**config.mk**
```make
export PLATFORM = sky130hd
export DESIGN_NAME = axis_egress
export DESIGN_NICKNAME = d
export VERILOG_FILES = /design/src/verilog/rx_mac_pkg.sv /design/src/verilog/axis_egress.sv
export SDC_FILE = /design/constraint.sdc
export NUM_CORES = 1
export LEC_CHECK = 0
export BUFFER_PORTS_ARGS = -buffer_cell sky130_fd_sc_hd__clkbuf_2
export CORE_AREA = 2 2 57 59
export DETAILED_ROUTE_END_ITERATION = 10
export DIE_AREA = 0 0 59 61
export GPL_ROUTABILITY_DRIVEN = 0
export PLACE_DENSITY = 0.74
export REMOVE_ABC_BUFFERS = 1
export SETUP_SLACK_MARGIN = 0.5
export SLEW_MARGIN = 20
export SYNTH_ARGS = -nofsm -noshare
export SYNTH_HDL_FRONTEND = slang
export SYNTH_SLANG_ARGS = --single-unit
```
**constraint.sdc**
```tcl
create_clock -name rx_clk -period 4 [get_ports rx_clk]
set_clock_uncertainty 0.2 [all_clocks]
set_input_delay 0.2 -clock rx_clk [delete_from_list [all_inputs] [get_ports rx_clk]]
set_output_delay 0.2 -clock rx_clk [all_outputs]
set_load 0.03 [all_outputs]
```
**src/verilog/rx_mac_pkg.sv**
```systemverilog
package rx_mac_pkg;

    // XGMII control characters
    localparam logic [7:0] XGMII_IDLE      = 8'h07;
    localparam logic [7:0] XGMII_START     = 8'hFB;
    localparam logic [7:0] XGMII_TERMINATE = 8'hFD;
    localparam logic [7:0] XGMII_ERROR     = 8'hFE;

    // data bytes that open a frame
    localparam logic [7:0] PREAMBLE_BYTE = 8'h55;
    localparam logic [7:0] SFD_BYTE      = 8'hD5;

    // frame length limits, FCS included
    localparam int MIN_FRAME_SIZE = 64;
    localparam int MAX_FRAME_SIZE = 1518;

    // reflected CRC-32
    localparam logic [31:0] CRC_POLY    = 32'hEDB88320;
    localparam logic [31:0] CRC_INIT    = 32'hFFFFFFFF;
    localparam logic [31:0] CRC_RESIDUE = 32'hC704DD7B;

    localparam int LANES = 4;

    // one stored frame word, lane 0 in the low byte
    typedef struct packed {
        logic [8*LANES-1:0] data;
        logic [LANES-1:0]   keep;
        logic               last;
    } rx_beat_t;

    // end of frame as seen by the decoder
    typedef struct packed {
        logic done;
        logic code_err;
        logic len_err;
    } frame_end_t;

    // exactly one of commit and discard at frame end
    typedef struct packed {
        logic commit;
        logic discard;
        logic crc_bad;
    } frame_verdict_t;

endpackage

```
**src/verilog/axis_egress.sv**
```systemverilog
`timescale 1ns/10ps

module axis_egress (
    input  logic                 rx_clk,
    input  logic                 rx_rst,
    input  rx_mac_pkg::rx_beat_t rd_beat,
    input  logic                 rd_ready,
    output logic                 rd_pop,
    output logic [31:0]          out_master_rx_tdata,
    output logic [3:0]           out_master_rx_tkeep,
    output logic                 out_master_rx_tvalid,
    output logic                 out_master_rx_tlast,
    input  logic                 in_master_rx_tready
);
    logic load;

    // refill when the stage is empty or its word is taken this cycle
    assign load   = rd_ready && (!out_master_rx_tvalid || in_master_rx_tready);
    assign rd_pop = load;

    always_ff @(posedge rx_clk) begin
        if (!rx_rst) begin
            out_master_rx_tvalid <= 1'b0;
        end else if (load) begin
            out_master_rx_tvalid <= 1'b1;
        end else if (in_master_rx_tready) begin
            out_master_rx_tvalid <= 1'b0;
        end
    end

    // word holds while tready is low
    always_ff @(posedge rx_clk) begin
        if (load) begin
            out_master_rx_tdata <= rd_beat.data;
            out_master_rx_tkeep <= rd_beat.keep;
            out_master_rx_tlast <= rd_beat.last;
        end
    end

endmodule

```
==> metrics.md <==
| Metric | Value |
|---|---|
| Area inside the core boundary | between 2000 and 3000 sq um |
| Required time at the worst-slack endpoint | 3.60 ns |
| Portion of the post-synthesis area used by sequential elements | 0.976 |
| Capturing instance or port of the critical path | rd_pop |
| Mean number of vias per cell | 4.39 |
| Routed Wire Length | 2810 microns |
| Number of H-tree levels | 2 |
| Worst IR Drop VDD | 276 uV |
| Post-synthesis cell type with the largest combined area | sky130_fd_sc_hd__edfxtp_1 |
| Utilization after layout | 0.692 |
| Worst R2R Path Depth | 2 |
| Starting density of the core | 0.392 |
| Global-route wire length before repair | roughly 4100 microns |
| Clock slew seen by the registers of the worst setup and hold paths | 0.11 ns |
| Total of endpoints with negative setup slack in the final report | 0 |
| Number of buffers on the longest clock path | 2 |
| Commonest cells in the synthesized netlist | 37 x sky130_fd_sc_hd__edfxtp_1, 1 x sky130_fd_sc_hd__dfxtp_1, 1 x sky130_fd_sc_hd__nor2b_1, 1 x sky130_fd_sc_hd__nor2b_4, 1 x sky130_fd_sc_hd__o21a_1 |
| Number of flip-flops and latches in the synthesized netlist | 38 |
| Final clock period utilization by the worst path | 0.582 |
| Post-detailed-placement half-perimeter wirelength | 1540 microns |
| Number of synthesis warnings | 0 |
| Number of global-route vias before repair | 945 |
| Fmax | 0.430 GHz |
| Sink count of the clock tree | 38 |
| Num CTS Buffers | 5 |
| Die outline height | 61 microns |
| Row Count | 20 |
| Count of distinct cell types in the synthesized netlist | 5 |
| Final routed wire length divided by cell count | 14.1 microns |
| Worst flop-to-flop path startpoint | out_master_rx_tvalid$_SDFFE_PN0P_ |
| Crit path max fanout | 38 |
| Area growth, synth to finish | 76.5% |
| Asr flop ratio synth | 0 |
| Post-synthesis area per instance | 28.3 sq um |
| Hold bufs inserted after CTS | 39 |
| Tot GR Track Use | 0.167 |
| Commonest register cell after synthesis | sky130_fd_sc_hd__edfxtp_1 |
| Static power due to leakage | about 0.9 nW |
| Capture instance of the worst register-to-register path | out_master_rx_tdata[30]$_DFFE_PP_ |
| Top-Level Pins | 80 |
| Period minus WS final | 2.33 ns |
| Count of filler cells inserted in the layout | about 200 |
| Max Slew Vio Count | 0 |
| Min Hold Slack | ~0.23 ns |
| Post-DRT Antenna Nets | 0 |
| Worst slew slack as a fraction of its limit | 0.327 |
| Root buffer cell | sky130_fd_sc_hd__clkbuf_4 |
| Number of input and output port buffers inserted | 79 |
| Class of the most critical hold timing path | input pin to flop |
| Dominant cell by count in the synthesized netlist | sky130_fd_sc_hd__edfxtp_1 |
| Maximum number of pins on one net before global-route repair | 39 |
| Startpoint kind of the worst setup timing path | flop |
| Unrepaired setup endpoints after global routing | false |
| Final layout net count | 207 |
| Post_cts resized | 0 |
| Fraction of synthesized cell area taken by the top area cell type | 0.959 |
| Number of diodes | 0 |
| Endpoint arrival time on the critical path | about 1.9 ns |
| Floorplan die area | between 3000 and 4000 sq um |
| Overall via count from detail_route | 877 |
| Router iterations before antenna repair | 4 |
| Total power density per cell area | just under 400 nW/um^2 |
| DRC violations left | 0 |
| Number of cells on the worst hold path | 2 |
| Post-synth EDFFs | 37 |
| Run status | completed |
| Final Hold Vio Count | 0 |
| Post CTS Setup Buffer Count | 0 |
| Ranking of synthesized cells by area | sky130_fd_sc_hd__edfxtp_1 96%, sky130_fd_sc_hd__dfxtp_1 1.7%, sky130_fd_sc_hd__nor2b_4 1.2% |
| Aggregate global routing overflow | 0 |
| Start point of the critical path | out_master_rx_tvalid$_SDFFE_PN0P_ |
| Number of DRC markers in iteration 0 | 19 |
| Worst setup EP type | output port |
| Total of max-cap violations | 0 |
| Category of the most critical setup path | flop to output port |
| Setup slack of the most critical reg-to-reg path | 2.17 ns |
| Post-synthesis cell count | 41 |
| Overall die width | 59 microns |
| Initial antenna violation count | 0 |
| Slew of the pin with the lowest slew margin | roughly 1 ns |
| Layout cells sized above 1 | 0.527 |
| Netlist area before placement | 1160 sq um |
| CTS tree | built |
| Post-route setup TNS | 0 ns |
| Skew-Pair Late Insertion Delay | around 0.33 ns |
layer usage:
layer  global-route usage  share of wire
met5                    0              0
met4               0.0779          0.018
met3               0.0874           0.12
met2                0.281           0.52
met1                0.174           0.35
sequential cells by signal, summed over array words and instances, names as in the netlist:
register	cells
out_master_rx_tdata	32
out_master_rx_tvalid	1
out_master_rx_tlast	1
out_master_rx_tkeep	4
kinds of logic after synthesis:
kind of cell | count (synthesis) | synth area share
flops | 38 | 0.976
compound gates | 1 | 0.00648
simple gates | 2 | 0.0173
critical path, stage by stage (launching register included):
cell and delay [ns]:
sky130_fd_sc_hd__dfxtp_1 0.33, sky130_fd_sc_hd__nor2b_4 0.14, sky130_fd_sc_hd__nor2b_4 0.77, sky130_fd_sc_hd__clkbuf_2 0.35
metrics by stage:
| step | std cells | instance area (sq um) | setup slack, ns | power (mW) |
|---|---|---|---|---|
| 6_report | 200 | 2040 | 1.67 | 0.786 |
| 5_1_grt | 200 | 2040 | 1.52 | 0.817 |
| 4_1_cts | 200 | 2040 | 1.65 | 0.792 |
| 3_5_place_dp | 153 | 1600 | 2.03 | 0.580 |
| 3_3_place_gp | 153 | 1600 | 2.12 | 0.576 |
| 2_1_floorplan | 41 | 1160 | 0.748 | 0.537 |
cell type report:
cell class / instances / area, sq um / share of cell area
Multi-Input combinational cell: 3 / 35.0 / 0.0171
Clock inverter: 2 / 10.0 / 0.00490
Tap cell: 33 / 41.3 / 0.0202
Sequential cell: 38 / 1130 / 0.553
Timing Repair Buffer: 118 / 786 / 0.384
Clock buffer: 6 / 41.3 / 0.0202
worst min path at each step:
stage / from / end / slack (ns)
6_report: rd_ready / out_master_rx_tdata[22]$_DFFE_PP_ / 0.23
4_1_cts: rd_ready / out_master_rx_tdata[27]$_DFFE_PP_ / 0.22
5_1_grt: rd_ready / out_master_rx_tkeep[2]$_DFFE_PP_ / 0.24
3_3_place_gp: rd_beat[7] / out_master_rx_tdata[2]$_DFFE_PP_ / 0.18
3_5_place_dp: rd_beat[29] / out_master_rx_tdata[24]$_DFFE_PP_ / 0.18
2_1_floorplan: rd_beat[5] / out_master_rx_tdata[0]$_DFFE_PP_ / 0.1
power by group:
group | switching [mW] | leakage (nW) | internal, mW | total (mW)
Combinational | 0.0765 | 0.508 | 0.0548 | 0.131
Clock | 0.117 | 0.0320 | 0.0669 | 0.184
Sequential | 0.00635 | 0.366 | 0.464 | 0.471
Total | 0.200 | 0.906 | 0.586 | 0.786
cells in the final DEF (no fill, tap or decap):
| master | count |
|---|---|
| sky130_fd_sc_hd__clkbuf_2 | 79 |
| sky130_fd_sc_hd__edfxtp_1 | 37 |
| sky130_fd_sc_hd__nor2b_4 | 2 |
| sky130_fd_sc_hd__o21a_1 | 1 |
| sky130_fd_sc_hd__clkinv_2 | 2 |
| sky130_fd_sc_hd__dfxtp_1 | 1 |
| sky130_fd_sc_hd__dlygate4sd3_1 | 39 |
| sky130_fd_sc_hd__clkbuf_4 | 5 |
| sky130_fd_sc_hd__clkbuf_1 | 1 |
(Power assumes the default switching activity.)
