`src/verilog/rx_mac_pkg.sv`:
```
package rx_mac_pkg;

    // XGMII control characters
    localparam logic [7:0] XGMII_IDLE      = 8'h07;
    localparam logic [7:0] XGMII_START     = 8'hFB;
    localparam logic [7:0] XGMII_TERMINATE = 8'hFD;
    localparam logic [7:0] XGMII_ERROR     = 8'hFE;

    // data bytes that open a frame
    localparam logic [7:0] PREAMBLE_BYTE = 8'h55;
    localparam logic [7:0] SFD_BYTE      = 8'hD5;

    // frame length limits, FCS included
    localparam int MIN_FRAME_SIZE = 64;
    localparam int MAX_FRAME_SIZE = 1518;

    // reflected CRC-32
    localparam logic [31:0] CRC_POLY    = 32'hEDB88320;
    localparam logic [31:0] CRC_INIT    = 32'hFFFFFFFF;
    localparam logic [31:0] CRC_RESIDUE = 32'hC704DD7B;

    localparam int LANES = 4;

    // one stored frame word, lane 0 in the low byte
    typedef struct packed {
        logic [8*LANES-1:0] data;
        logic [LANES-1:0]   keep;
        logic               last;
    } rx_beat_t;

    // end of frame as seen by the decoder
    typedef struct packed {
        logic done;
        logic code_err;
        logic len_err;
    } frame_end_t;

    // exactly one of commit and discard at frame end
    typedef struct packed {
        logic commit;
        logic discard;
        logic crc_bad;
    } frame_verdict_t;

endpackage

```
`src/verilog/xgmii_decoder.sv`:
```
`timescale 1ns/10ps

module xgmii_decoder (
    input  logic                   rx_clk,
    input  logic                   rx_rst,
    input  logic [31:0]            in_xgmii_data,
    input  logic [3:0]             in_xgmii_ctl,
    output rx_mac_pkg::rx_beat_t   beat,
    output logic                   beat_valid,
    output rx_mac_pkg::frame_end_t frame_end
);
    import rx_mac_pkg::*;

    typedef enum logic [1:0] {
        ST_IDLE,
        ST_PREAMBLE,
        ST_DATA
    } state_t;

    state_t      state;
    logic [31:0] hold_data;
    logic [3:0]  hold_keep;
    logic        hold_valid;
    logic        tail_pend;
    logic        tail_code_err;
    logic        tail_len_err;
    logic [10:0] byte_cnt;
    logic        code_seen;

    logic [2:0]  term_lane;
    logic [3:0]  term_keep;
    logic [3:0]  ctl_before;
    logic [11:0] total_len;
    logic        len_bad;
    logic        word_err;
    logic        is_start;
    logic        start_ok;
    logic        sfd_ok;

    // lowest terminate lane, LANES when the word has none
    always_comb begin
        term_lane = 3'(LANES);
        for (int i = LANES - 1; i >= 0; i--) begin
            if (in_xgmii_ctl[i] && in_xgmii_data[8*i +: 8] == XGMII_TERMINATE) begin
                term_lane = 3'(i);
            end
        end
        for (int i = 0; i < LANES; i++) begin
            ctl_before[i] = in_xgmii_ctl[i] && (3'(i) < term_lane);
        end
    end

    assign term_keep = (4'b0001 << term_lane) - 4'd1;
    // any control byte inside the frame is a code error
    assign word_err  = |ctl_before;
    assign total_len = {1'b0, byte_cnt} + 12'(term_lane);
    assign len_bad   = (total_len < 12'(MIN_FRAME_SIZE)) || (total_len > 12'(MAX_FRAME_SIZE));

    assign is_start = in_xgmii_ctl[0] && in_xgmii_data[7:0] == XGMII_START;
    assign start_ok = is_start && in_xgmii_ctl[3:1] == 3'b000 &&
                      in_xgmii_data[15:8] == PREAMBLE_BYTE &&
                      in_xgmii_data[23:16] == PREAMBLE_BYTE &&
                      in_xgmii_data[31:24] == PREAMBLE_BYTE;
    assign sfd_ok   = in_xgmii_ctl == 4'b0000 &&
                      in_xgmii_data[23:0] == {3{PREAMBLE_BYTE}} &&
                      in_xgmii_data[31:24] == SFD_BYTE;

    always_ff @(posedge rx_clk) begin
        if (!rx_rst) begin
            state      <= ST_IDLE;
            hold_valid <= 1'b0;
            tail_pend  <= 1'b0;
            byte_cnt   <= '0;
            code_seen  <= 1'b0;
            beat_valid <= 1'b0;
            frame_end  <= '0;
        end else begin
            beat_valid <= 1'b0;
            frame_end  <= '0;
            // partial terminate word held back behind the last full word
            if (tail_pend) begin
                tail_pend          <= 1'b0;
                beat_valid         <= 1'b1;
                beat               <= '{data: hold_data, keep: hold_keep, last: 1'b1};
                frame_end.done     <= 1'b1;
                frame_end.code_err <= tail_code_err;
                frame_end.len_err  <= tail_len_err;
            end
            case (state)
                ST_IDLE: begin
                    if (start_ok) begin
                        state <= ST_PREAMBLE;
                    end else if (is_start && !tail_pend) begin
                        frame_end.done     <= 1'b1;
                        frame_end.code_err <= 1'b1;
                    end
                end
                ST_PREAMBLE: begin
                    byte_cnt   <= '0;
                    code_seen  <= 1'b0;
                    hold_valid <= 1'b0;
                    hold_keep  <= 4'hF;
                    if (sfd_ok) begin
                        state <= ST_DATA;
                    end else begin
                        state              <= ST_IDLE;
                        frame_end.done     <= 1'b1;
                        frame_end.code_err <= 1'b1;
                    end
                end
                ST_DATA: begin
                    if (term_lane == 3'(LANES)) begin
                        byte_cnt   <= (byte_cnt > 11'd2043) ? 11'd2047 : byte_cnt + 11'd4;
                        code_seen  <= code_seen | word_err;
                        hold_data  <= in_xgmii_data;
                        hold_keep  <= 4'hF;
                        hold_valid <= 1'b1;
                        beat_valid <= hold_valid;
                        beat       <= '{data: hold_data, keep: hold_keep, last: 1'b0};
                    end else begin
                        state <= ST_IDLE;
                        if (term_lane == 3'd0 || !hold_valid) begin
                            // one beat closes the frame right away
                            beat_valid         <= hold_valid || term_lane != 3'd0;
                            frame_end.done     <= 1'b1;
                            frame_end.code_err <= code_seen | word_err;
                            frame_end.len_err  <= len_bad;
                            if (hold_valid) begin
                                beat <= '{data: hold_data, keep: hold_keep, last: 1'b1};
                            end else begin
                                beat <= '{data: in_xgmii_data, keep: term_keep, last: 1'b1};
                            end
                        end else begin
                            beat_valid    <= 1'b1;
                            beat          <= '{data: hold_data, keep: hold_keep, last: 1'b0};
                            hold_data     <= in_xgmii_data;
                            hold_keep     <= term_keep;
                            tail_pend     <= 1'b1;
                            tail_code_err <= code_seen | word_err;
                            tail_len_err  <= len_bad;
                        end
                    end
                end
                default: state <= ST_IDLE;
            endcase
        end
    end

endmodule
```
`config.mk`:
```
export PLATFORM = sky130hd
export DESIGN_NAME = xgmii_decoder
export DESIGN_NICKNAME = d
export VERILOG_FILES = /design/src/verilog/rx_mac_pkg.sv /design/src/verilog/xgmii_decoder.sv
export SDC_FILE = /design/constraint.sdc
export NUM_CORES = 1
export LEC_CHECK = 0
export BUFFER_PORTS_ARGS = -buffer_cell sky130_fd_sc_hd__buf_2
export CORE_MARGIN = 4
export CORE_UTILIZATION = 32
export DETAILED_ROUTE_END_ITERATION = 8
export GPL_TIMING_DRIVEN = 1
export SETUP_SLACK_MARGIN = 0.02
export SYNTH_ARGS = -nofsm -noshare
export SYNTH_HDL_FRONTEND = slang
export SYNTH_SLANG_ARGS = --single-unit
```
`constraint.sdc`:
```
create_clock -name rx_clk -period 3.2 [get_ports rx_clk]
set_clock_uncertainty 0.15 [all_clocks]
set_input_delay 0.48 -clock rx_clk [delete_from_list [all_inputs] [get_ports rx_clk]]
set_output_delay 0.48 -clock rx_clk [all_outputs]
set_load 0.03 [all_outputs]
```
==> run_results.csv, run 1 <==
group,metric,value,unit
synthesis,synthXorXnorAreaFrac,0.00593,
grt,grt_use_met3,0.0284,
synthesis,synthAdderAreaFrac,0.0327,
grt,grt_pass1_vias,3464,
synthesis,synth-compound-area-share,0.107,
timing,fin_crit_sh,0.983,
run,max-cap-violations,0,
cells_and_area,nets,555,
grt,grtUsageMet2,0.238,
clock_network,cts-htree-levels,3,
synthesis,synth_top_family_by_area,"simple AND/OR/NAND/NOR gates",
synthesis,post-synth-top-area-cell,"edfxtp_1",
grt,met1_usage,0.173,
floorplan,fp.coreArea,13400,µm²
route,wirelength,11100,µm
clock_network,cts_tree,"built",
power_and_ir_drop,vdd_drop_max,236,µV
route,ant_nets,0,
critical_path,worst-r2r-cell-count,9,
timing,slew_viol_final,0,
critical_path,critPathTopFamily,"compound AO/OA/AOI/OAI gates",
grt,antenna_found_initial,0,
critical_path,crit_path_frequent_cell,"nor4_4",
clock_network,cts_max_path_buffers,2,
timing,fmax,318,MHz
cells_and_area,finalInstanceArea,5920,µm²
critical_path,critical_path.max_stage_delay,340,ps
timing,rsz0062_at_grt,"yes",
timing,setup_viol_count_final,0,
synthesis,synth_mux_area_frac,0.0762,
placement,placed_area,5470,µm²
critical_path,ff2ff_setup_slack,640,ps
critical_path,path_depth,14,
power_and_ir_drop,p_leak,2.22,nW
timing,max_slew_margin,0.352,
worst_hold_path,holdPathStages,1,
timing,layout_setup_ws,55.6,ps
synthesis,synth_most_common_cell,"edfxtp_1",
route,vias_per_cell,5.06,
clock_network,insertion_delay,340,ps
synthesis,syn-cell-area,4430,µm²
synthesis,yosysSeqAreaShare,0.594,
synthesis,synthArstFlopShare,0,
critical_path,crit_path_cell_trace,"buf_2 -> nand4b_1 -> nor4_4 -> a21oi_2 -> nor3_2 -> ha_1 -> a211oi_4 -> buf_4 -> nor4_4 -> o21bai_1 -> a31oi_1 -> nor4_1 -> a311o_1 -> a31o_1",
placement,portBuffers,78,
grt,grt_use_total,0.138,
placement,place_congestion,0.861,
critical_path,worstSetupPathType,"primary input to register",
critical_path,crit_path_max_fanout,4,
timing,finalHoldViolations,0,
critical_path,r2r-start,"byte_cnt[0]",
critical_path,crit_required,3290,ps
floorplan,rows,42,
synthesis,synth_top_area_share,0.508,
cells_and_area,diodes,0,
route,wl_per_cell,16.1,µm
timing,worst_pin_slew,971,ps
clock_network,ctsRootBufferMaster,"clkbuf_16",
floorplan,die_area,15800,µm²
route,dr.pass1.iters,4,
critical_path,crit_slowest_cell,"a311o_1",
critical_path,critPathArrivalTime,3230,ps
route,drc,0,
synthesis,ys_warn_count,0,
synthesis,syn-num-nets,416,
power_and_ir_drop,power.density,421,nW/µm²
synthesis,synth_ff_type,"edfxtp_1",
timing,fin_crit,3140,ps
synthesis,ys_ff_latch,94,
critical_path,cp.buffers_inverters,2,
placement,dp_slack,-400,ps
grt,grt_max_degree,40,
critical_path,critPathLaunch,"in_xgmii_data[25]",
floorplan,pin_count,79,
grt,grt_first_pass_wirelength,17700,µm
synthesis,netlist_instances,367,
grt,grt.overflow.total,0,
floorplan,initial_core_util,0.331,
synthesis,synth_edf_count,75,
grt,top_usage_layer,"met2",
clock_network,clkTransAtPathRegs,80,ps
worst_hold_path,hp-class,"primary input to register",
floorplan,die_y,126,µm
synthesis,netlist-cell-type-count,56,
clock_network,cts_sinks,94,
route,dr_total_vias,3473,
cells_and_area,drive_above_1_share,0.419,
clock_network,cts_made_buffers,9,
critical_path,critPathLaunchType,"primary input",
synthesis,yosys-top-cells-count,"edfxtp_1 (75), mux2_2 (30), nand2_1 (30), a21oi_1 (25), o21ai_0 (21)",
outcome,status,"finished clean",
route,first_iter_violations,201,
placement,place_hpwl,8050,µm
synthesis,synth.avg_cell_area,12.1,µm²
floorplan,die_w,126,µm
synthesis,yosys.area_share.simple,0.153,
synthesis,synth.area.top_cells,"edfxtp_1 (51%), dfxtp_1 (8.6%), mux2_2 (7.6%)",
critical_path,crit_path_end_kind,"register",
critical_path,setup.worst_path.end,"frame_end[0]",
critical_path,reg2reg_to,"frame_end[0]",
cells_and_area,syn_to_final_growth,33.6,%
clock_network,hold_buffers,0,
==> report_power, final <==
group | switching, mW | total [mW] | internal, mW
clock | 0.519 | 1.08 | 0.560
combinational | 0.0525 | 0.106 | 0.0537
sequential | 0.0000151 | 1.31 | 1.31
total | 0.572 | 2.49 | 1.92
==> flip-flops by register name (all words and copies together), names as in the netlist, 2 cells and up <==
register and count:
state 2, byte_cnt 10, hold_data 32, hold_keep 4, beat 37, frame_end 3
==> cell type report <==
| type | count | area, µm² |
|---|---|---|
| clock buffers | 9 | 225 |
| clock inverters | 7 | 81.3 |
| fillers | 1240 | 7480 |
| inverters | 19 | 71.3 |
| multi-input cells | 242 | 1780 |
| flip-flops and latches | 94 | 2630 |
| well taps | 176 | 220 |
| repair buffers | 140 | 910 |
==> worst min-delay path by stage <==
stage                            from  slack, ps            end
detailed placement          code_seen        360      code_seen
CTS                 in_xgmii_data[18]        150  hold_data[18]
finish              in_xgmii_data[20]        160  hold_data[20]
floorplan                    state[1]        310       state[1]
global route        in_xgmii_data[18]        140  hold_data[18]
global placement             state[1]        330       state[1]
==> layer usage <==
metal  vias up  share of wire
met5         -              0
met4         0          0.015
met3        12          0.055
met2       108           0.49
met1      1672           0.44
li1       1681              -
==> cells by family after synthesis <==
family,count (synthesis)
XOR/XNOR,3
AND/OR/NAND/NOR,124
buffers and inverters,31
flip-flops,94
adder cells (fa/ha/maj),11
multiplexers,30
AO/OA/AOI/OAI,74
==> per-stage QoR <==
step / power, mW / TNS [ps] / instances / util / hold slack (ps)
after detailed placement: 1.43 / -1480 / 667 / 0.408 / 356
after global placement: 1.43 / -1180 / 667 / 0.408 / 334
after global routing: 2.58 / -127 / 687 / 0.442 / 144
final: 2.49 / 0 / 687 / 0.442 / 161
after CTS: 2.51 / 0 / 686 / 0.436 / 150
after floorplan: 1.35 / -238 / 367 / - / 315
==> what timing repair did <==
action / CTS / global route
setup buffers: 3 / 1
setup endpoints to repair: 2 / 2
pin swaps: 10 / 6
gates resized for setup: 9 / 11
==> cell usage in the layout (no fill, tap or decap), types with 5 or more instances in the layout <==
cell,instances
or3_1,6
edfxtp_1,75
nor2_1,15
dfxtp_1,19
nand2_1,30
a21oi_1,22
nand4_1,11
clkbuf_16,9
buf_2,74
nor4_1,8
nand3_1,15
buf_4,60
and2_1,5
inv_1,18
nor3_1,7
ha_1,8
o21ai_0,21
mux2_2,30
Note: power is estimated with default switching activity, not from simulation.
==> run 2, diff against run 1 <==
clock period = 3.1 ns   (was 3.2 ns; I/O delays follow)
==> run 2 against run 1 <==
  * The flow now finishes with violations (setup timing)
  * Die area unchanged
  * Worst hold slack worse by 5.8 ps
  * First-iteration DRC count grew 3.0%
  * Critical path depth did not move
  * Global-route usage rose by 0.77 points
  * Register-to-register slack got worse by 220 ps
  * Flip-flop and latch count unchanged
  * Routed wire length up 3.0%
  * Largest cell class unchanged
  * Largest power group unchanged
==> run_results.csv, run 2 (same netlist as run 1, synthesis figures left out) <==
group,metric,value,unit
outcome,status,"finished, violations left",
outcome,violations,"setup timing",
cells_and_area,nets,563,
timing,max_slew_margin,0.656,
timing,fin_setup_tns,-113,ps
critical_path,critPathLaunch,"in_xgmii_data[22]",
route,vias_per_cell,5.05,
critical_path,reg2reg_to,"frame_end[0]",
placement,dp_slack,-528,ps
power_and_ir_drop,power.density,417,nW/µm²
timing,finalHoldViolations,0,
timing,worst_pin_slew,516,ps
placement,portBuffers,78,
floorplan,die_area,15800,µm²
cells_and_area,syn_to_final_growth,34.3,%
power_and_ir_drop,power.share.sequential,0.544,
critical_path,critPathArrivalTime,3270,ps
floorplan,die_y,126,µm
critical_path,worstSetupPathType,"primary input to register",
timing,setup_viol_count_final,2,
critical_path,critPathLaunchType,"primary input",
cells_and_area,final_cell_mix,"edfxtp_1 (75), buf_2 (74), buf_4 (68)",
power_and_ir_drop,p_leak,2.24,nW
placement,place_hpwl,8230,µm
power_and_ir_drop,p_int,1.95,mW
clock_network,insertion_delay,340,ps
power_and_ir_drop,report.power.total,2.48,mW
grt,grt_pass1_vias,3623,
timing,slew_viol_final,0,
cells_and_area,reg.largest.list,"beat: 37 flops, hold_data: 32 flops, byte_cnt: 10 flops",
grt,grt_max_degree,40,
grt,grt.overflow.total,0,
clock_network,cts_sinks,94,
route,dr_total_vias,3504,
cells_and_area,drive_above_1_share,0.429,
critical_path,crit_path_end_kind,"register",
cells_and_area,largest_reg_flops,37,
route,first_iter_violations,207,
route,drc,0,
worst_hold_path,min_to,"hold_data[18]",
cells_and_area,diodes,0,
worst_hold_path,hp-class,"primary input to register",
timing,layout_setup_ws,-88.1,ps
cells_and_area,top_register,"beat",
critical_path,r2r-start,"byte_cnt[0]",
floorplan,fp.coreArea,13400,µm²
clock_network,cts_tree,"built",
route,wl_per_cell,16.5,µm
worst_hold_path,hold_start,"in_xgmii_data[18]",
grt,grt_first_pass_wirelength,18700,µm
floorplan,pin_count,79,
power_and_ir_drop,vdd_drop_max,252,µV
grt,antenna_found_initial,0,
clock_network,ctsRootBufferMaster,"clkbuf_16",
critical_path,crit_path_max_fanout,3,
run,max-cap-violations,0,
power_and_ir_drop,clock_power_share,0.412,
clock_network,cts_max_path_buffers,2,
timing,fin_crit_sh,1.03,
timing,rsz0062_at_grt,"yes",
critical_path,ff2ff_setup_slack,420,ps
route,dr.pass1.iters,4,
clock_network,clkTransAtPathRegs,70,ps
critical_path,worst-r2r-cell-count,9,
power_and_ir_drop,p_comb_frac,0.045,
cells_and_area,num-fill-cells,1233,
worst_hold_path,holdPathStages,1,
cells_and_area,final_common_cell,"edfxtp_1",
route,ant_nets,0,
clock_network,hold_buffers,0,
power_and_ir_drop,switchingPower,0.527,mW
clock_network,cts-htree-levels,3,
placement,place_congestion,0.876,
power_and_ir_drop,p_sw_frac,0.213,
critical_path,crit_required,3180,ps
clock_network,cts_made_buffers,9,
floorplan,die_w,126,µm
grt,grt_use_total,0.146,
floorplan,rows,42,
timing,fin_crit,3190,ps
floorplan,initial_core_util,0.331,
route,wirelength,11400,µm
timing,fmax,314,MHz
-- run 2: how the worst max path moves through the flow --
stage / to / depth (start not counted)
floorplan: frame_end[0] / 13
CTS: frame_end[0] / 14
finish: frame_end[0] / 14
global route: frame_end[0] / 13
detailed placement: frame_end[0] / 16
global placement: frame_end[0] / 14
-- run 2: through the flow --
stage / instance area (µm²) / utilization / hold slack, ps / instances
floorplan: 4450 / - / 315 / 367
global placement: 5490 / 0.410 / 334 / 672
detailed placement: 5490 / 0.410 / 350 / 672
CTS: 5930 / 0.442 / 144 / 695
global route: 5950 / 0.444 / 143 / 694
finish: 5950 / 0.444 / 155 / 694
-- run 2: area by class of cell --
cell class / instances / area [µm²] / area share
Clock buffer: 9 / 225 / 0.0378
Clock inverter: 6 / 46.3 / 0.00778
Inverter: 19 / 71.3 / 0.0120
Multi-Input combinational cell: 242 / 1800 / 0.302
Sequential cell: 94 / 2630 / 0.442
Tap cell: 176 / 220 / 0.0370
Timing Repair Buffer: 148 / 957 / 0.161
-- run 2: critical path, cell delays in order --
cell,delay (ps)
buf_6,70
nand4_1,190
or3_4,440
nand3_2,90
a21oi_2,60
ha_2,200
fa_2,340
a21o_1,180
and3_4,190
nor3b_4,150
o32ai_2,260
a21oi_1,100
a311o_1,330
a31o_1,210
-- run 2: power groups by stage --
stage	sequential, mW	combinational (mW)	clock [mW]
detailed placement	1.38	0.103	0
floorplan	1.38	0.0178	0
CTS	1.35	0.110	1.04
finish	1.35	0.111	1.02
global placement	1.38	0.100	0
global route	1.35	0.119	1.10
-- run 2: per-layer routing --
| layer | part of all wire | global-route usage |
|---|---|---|
| met3 | 0.051 | 0.0330 |
| met4 | 0.020 | 0.0497 |
| met1 | 0.43 | 0.186 |
| met2 | 0.49 | 0.244 |
| met5 | 0 | 0 |
-- run 2: what timing repair did --
action,CTS,global route
pin swaps,10,3
gates resized for setup,18,5
endpoints found under the setup margin,2,2
setup buffers,8,0
==> run 3, diff against run 2 <==
ABC_AREA = 1   (was default)
SLEW_MARGIN = 25   (was default)
==> run 3 against run 2 <==
  * The flow now finishes without violations
  * Core utilization down 5.2 points
  * Synthesized area up 8.0%
  * Cell count up 17%
  * Maximum frequency up 16%
  * Sequential share of layout area up 1.7 points
  * Clock-buffer cell count up 1
  * Clock power up 9%
  * Register-to-register slack better by 450 ps
  * Non-clock buffer count down 65
  * Via count up 11%
  * Sequential power about the same
  * Worst hold slack better by 25 ps
==> run_results.csv, run 3 <==
group,metric,value,unit
power_and_ir_drop,p_leak,2.48,nW
cells_and_area,nets,674,
synthesis,synth_most_common_cell,"nand2_1",
synthesis,yosysSeqAreaShare,0.550,
power_and_ir_drop,vdd_drop_max,232,µV
critical_path,critPathArrivalTime,2710,ps
floorplan,die_area,17000,µm²
synthesis,synth.avg_cell_area,8.85,µm²
clock_network,post_cts_buffers,0,
critical_path,crit_path_end_kind,"register",
cells_and_area,largest_reg_flops,37,
grt,antenna_found_initial,0,
outcome,status,"finished clean",
floorplan,die_w,130,µm
critical_path,crit_path_max_fanout,5,
run,max-cap-violations,0,
synthesis,netlist_instances,541,
synthesis,synth.area.top_cells,"edfxtp_1 (47%), nand2_1 (13%), dfxtp_1 (7.9%)",
timing,layout_setup_ws,340,ps
floorplan,fp.coreArea,14600,µm²
timing,max_slew_margin,0.641,
cells_and_area,diodes,0,
timing,fmax,362,MHz
route,dr.pass1.iters,5,
synthesis,netlist-cell-type-count,38,
route,drc,0,
route,first_iter_violations,266,
critical_path,crit_required,3050,ps
clock_network,ctsRootBufferMaster,"clkbuf_16",
placement,place_congestion,0.847,
synthesis,ys_ff_latch,94,
synthesis,synth_edf_count,75,
timing,worst_pin_slew,538,ps
placement,place_hpwl,8720,µm
clock_network,hold_buffers,0,
synthesis,syn-num-nets,590,
clock_network,cts_made_buffers,9,
synthesis,synth_ff_type,"edfxtp_1",
route,wirelength,11600,µm
floorplan,pin_count,79,
placement,portBuffers,78,
cells_and_area,final_common_cell,"nand2_1",
synthesis,post-synth-top-area-cell,"edfxtp_1",
power_and_ir_drop,power.density,455,nW/µm²
floorplan,die_y,130,µm
timing,fin_setup_tns,0,ps
cells_and_area,reg.largest.list,"beat: 37 flops, hold_data: 32 flops, byte_cnt: 10 flops",
cells_and_area,top_register,"beat",
route,ant_nets,0,
critical_path,worstSetupPathType,"primary input to register",
worst_hold_path,hp-class,"primary input to register",
route,wl_per_cell,14.2,µm
synthesis,synthArstFlopShare,0,
floorplan,initial_core_util,0.328,
grt,grt.overflow.total,0,
grt,grt_pass1_vias,3783,
grt,grt_use_total,0.139,
clock_network,clkTransAtPathRegs,70,ps
grt,grt_max_degree,39,
floorplan,rows,44,
clock_network,cts_max_path_buffers,2,
timing,finalHoldViolations,0,
cells_and_area,syn_to_final_growth,19.6,%
route,vias_per_cell,4.79,
cells_and_area,drive_above_1_share,0.205,
timing,rsz0062_at_grt,"no",
route,dr_total_vias,3897,
clock_network,postCtsResizedCells,0,
placement,dp_slack,1.07,ps
grt,grt_first_pass_wirelength,18500,µm
synthesis,syn-cell-area,4790,µm²
timing,fin_crit,2760,ps
clock_network,insertion_delay,340,ps
timing,fin_crit_sh,0.890,
clock_network,cts_sinks,94,
synthesis,ys_warn_count,0,
synthesis,synth_top_area_share,0.470,
clock_network,cts-htree-levels,3,
clock_network,cts_tree,"built",
timing,setup_viol_count_final,0,
cells_and_area,final_cell_mix,"nand2_1 (164), buf_2 (78), edfxtp_1 (75)",
critical_path,critPathLaunchType,"primary input",
timing,slew_viol_final,0,
synthesis,yosys-top-cells-count,"nand2_1 (164), edfxtp_1 (75), inv_1 (59), nor2_1 (57), nand3_1 (31)",
-- run 3: cell count changes in the layout (fill, tap and decap cells not counted), moves of 6 or more --
cell and change:
nor4_1 -7, mux2_2 -30, nand3_1 +16, inv_1 +41
nand2_1 +134, or3_1 -6, nand4_1 -7, buf_4 -65
nor2_1 +42, inv_2 +7
-- run 3: final cells by class --
cell class	instances	area, µm²
tap	184	230
clock buffer	10	229
timing repair buffer	83	453
clock inverter	6	68.8
multi-input combinational	369	1860
fill	1492	8860
sequential	94	2630
inverter	68	255
-- run 3: per-layer routing --
metal | track usage | up-vias | share of wire
li1 | - | 1940 | -
met1 | 0.169 | 1812 | 0.41
met2 | 0.245 | 127 | 0.49
met3 | 0.0315 | 18 | 0.078
met4 | 0.0458 | 0 | 0.023
met5 | 0 | - | 0
-- run 3: path summary, 6_finish.rpt --
path / startpoint / to / slack [ps] / cells past startpoint
worst min-delay path: in_xgmii_data[9] / hold_data[9] / 180 / 1
worst min register to register: byte_cnt[7] / byte_cnt[7] / 370 / 2
worst max register to register: byte_cnt[0] / tail_len_err / 870 / 11
worst max-delay path: in_xgmii_data[6] / tail_len_err / 340 / 17
-- run 3: kinds of logic (layout without fill, tap and decap cells) --
| group | count (synthesis) | in the layout | share of synthesized area |
|---|---|---|---|
| compound gates | 67 | 67 | 0.0773 |
| xor+xnor | 6 | 6 | 0.0110 |
| fa+ha+maj | 11 | 11 | 0.0303 |
| buf+inv | 78 | 167 | 0.0669 |
| flops | 94 | 94 | 0.550 |
| simple gates | 285 | 285 | 0.265 |
-- run 3: critical path, stage by stage --
cell	delay, ps
buf_2	110
nand2_1	120
nor2_4	190
nand3_4	120
inv_1	160
o31ai_1	130
ha_1	250
fa_1	410
nand3_1	100
nand2_1	130
xor2_1	170
inv_1	60
nand2_1	40
nand3_1	70
nand2_1	50
nand2_1	70
nand2_1	50
-- run 3: where the power goes --
group,total (mW),switching (mW),internal [mW]
Combinational,0.130,0.0891,0.0406
Sequential,1.36,0.00226,1.36
Clock,1.11,0.479,0.634
-- run 3: metrics by stage --
stage                     cell area [µm²]  power [mW]  hold WS (ps)  utilization  cells
final                                5730        2.60           180        0.393    814
after global routing                 5730        2.70           169        0.393    814
after CTS                            5730        2.64           166        0.393    814
after detailed placement             5430        1.52           348        0.372    798
after global placement               5430        1.52           343        0.372    798
after floorplan                      4800        1.45           324            -    541
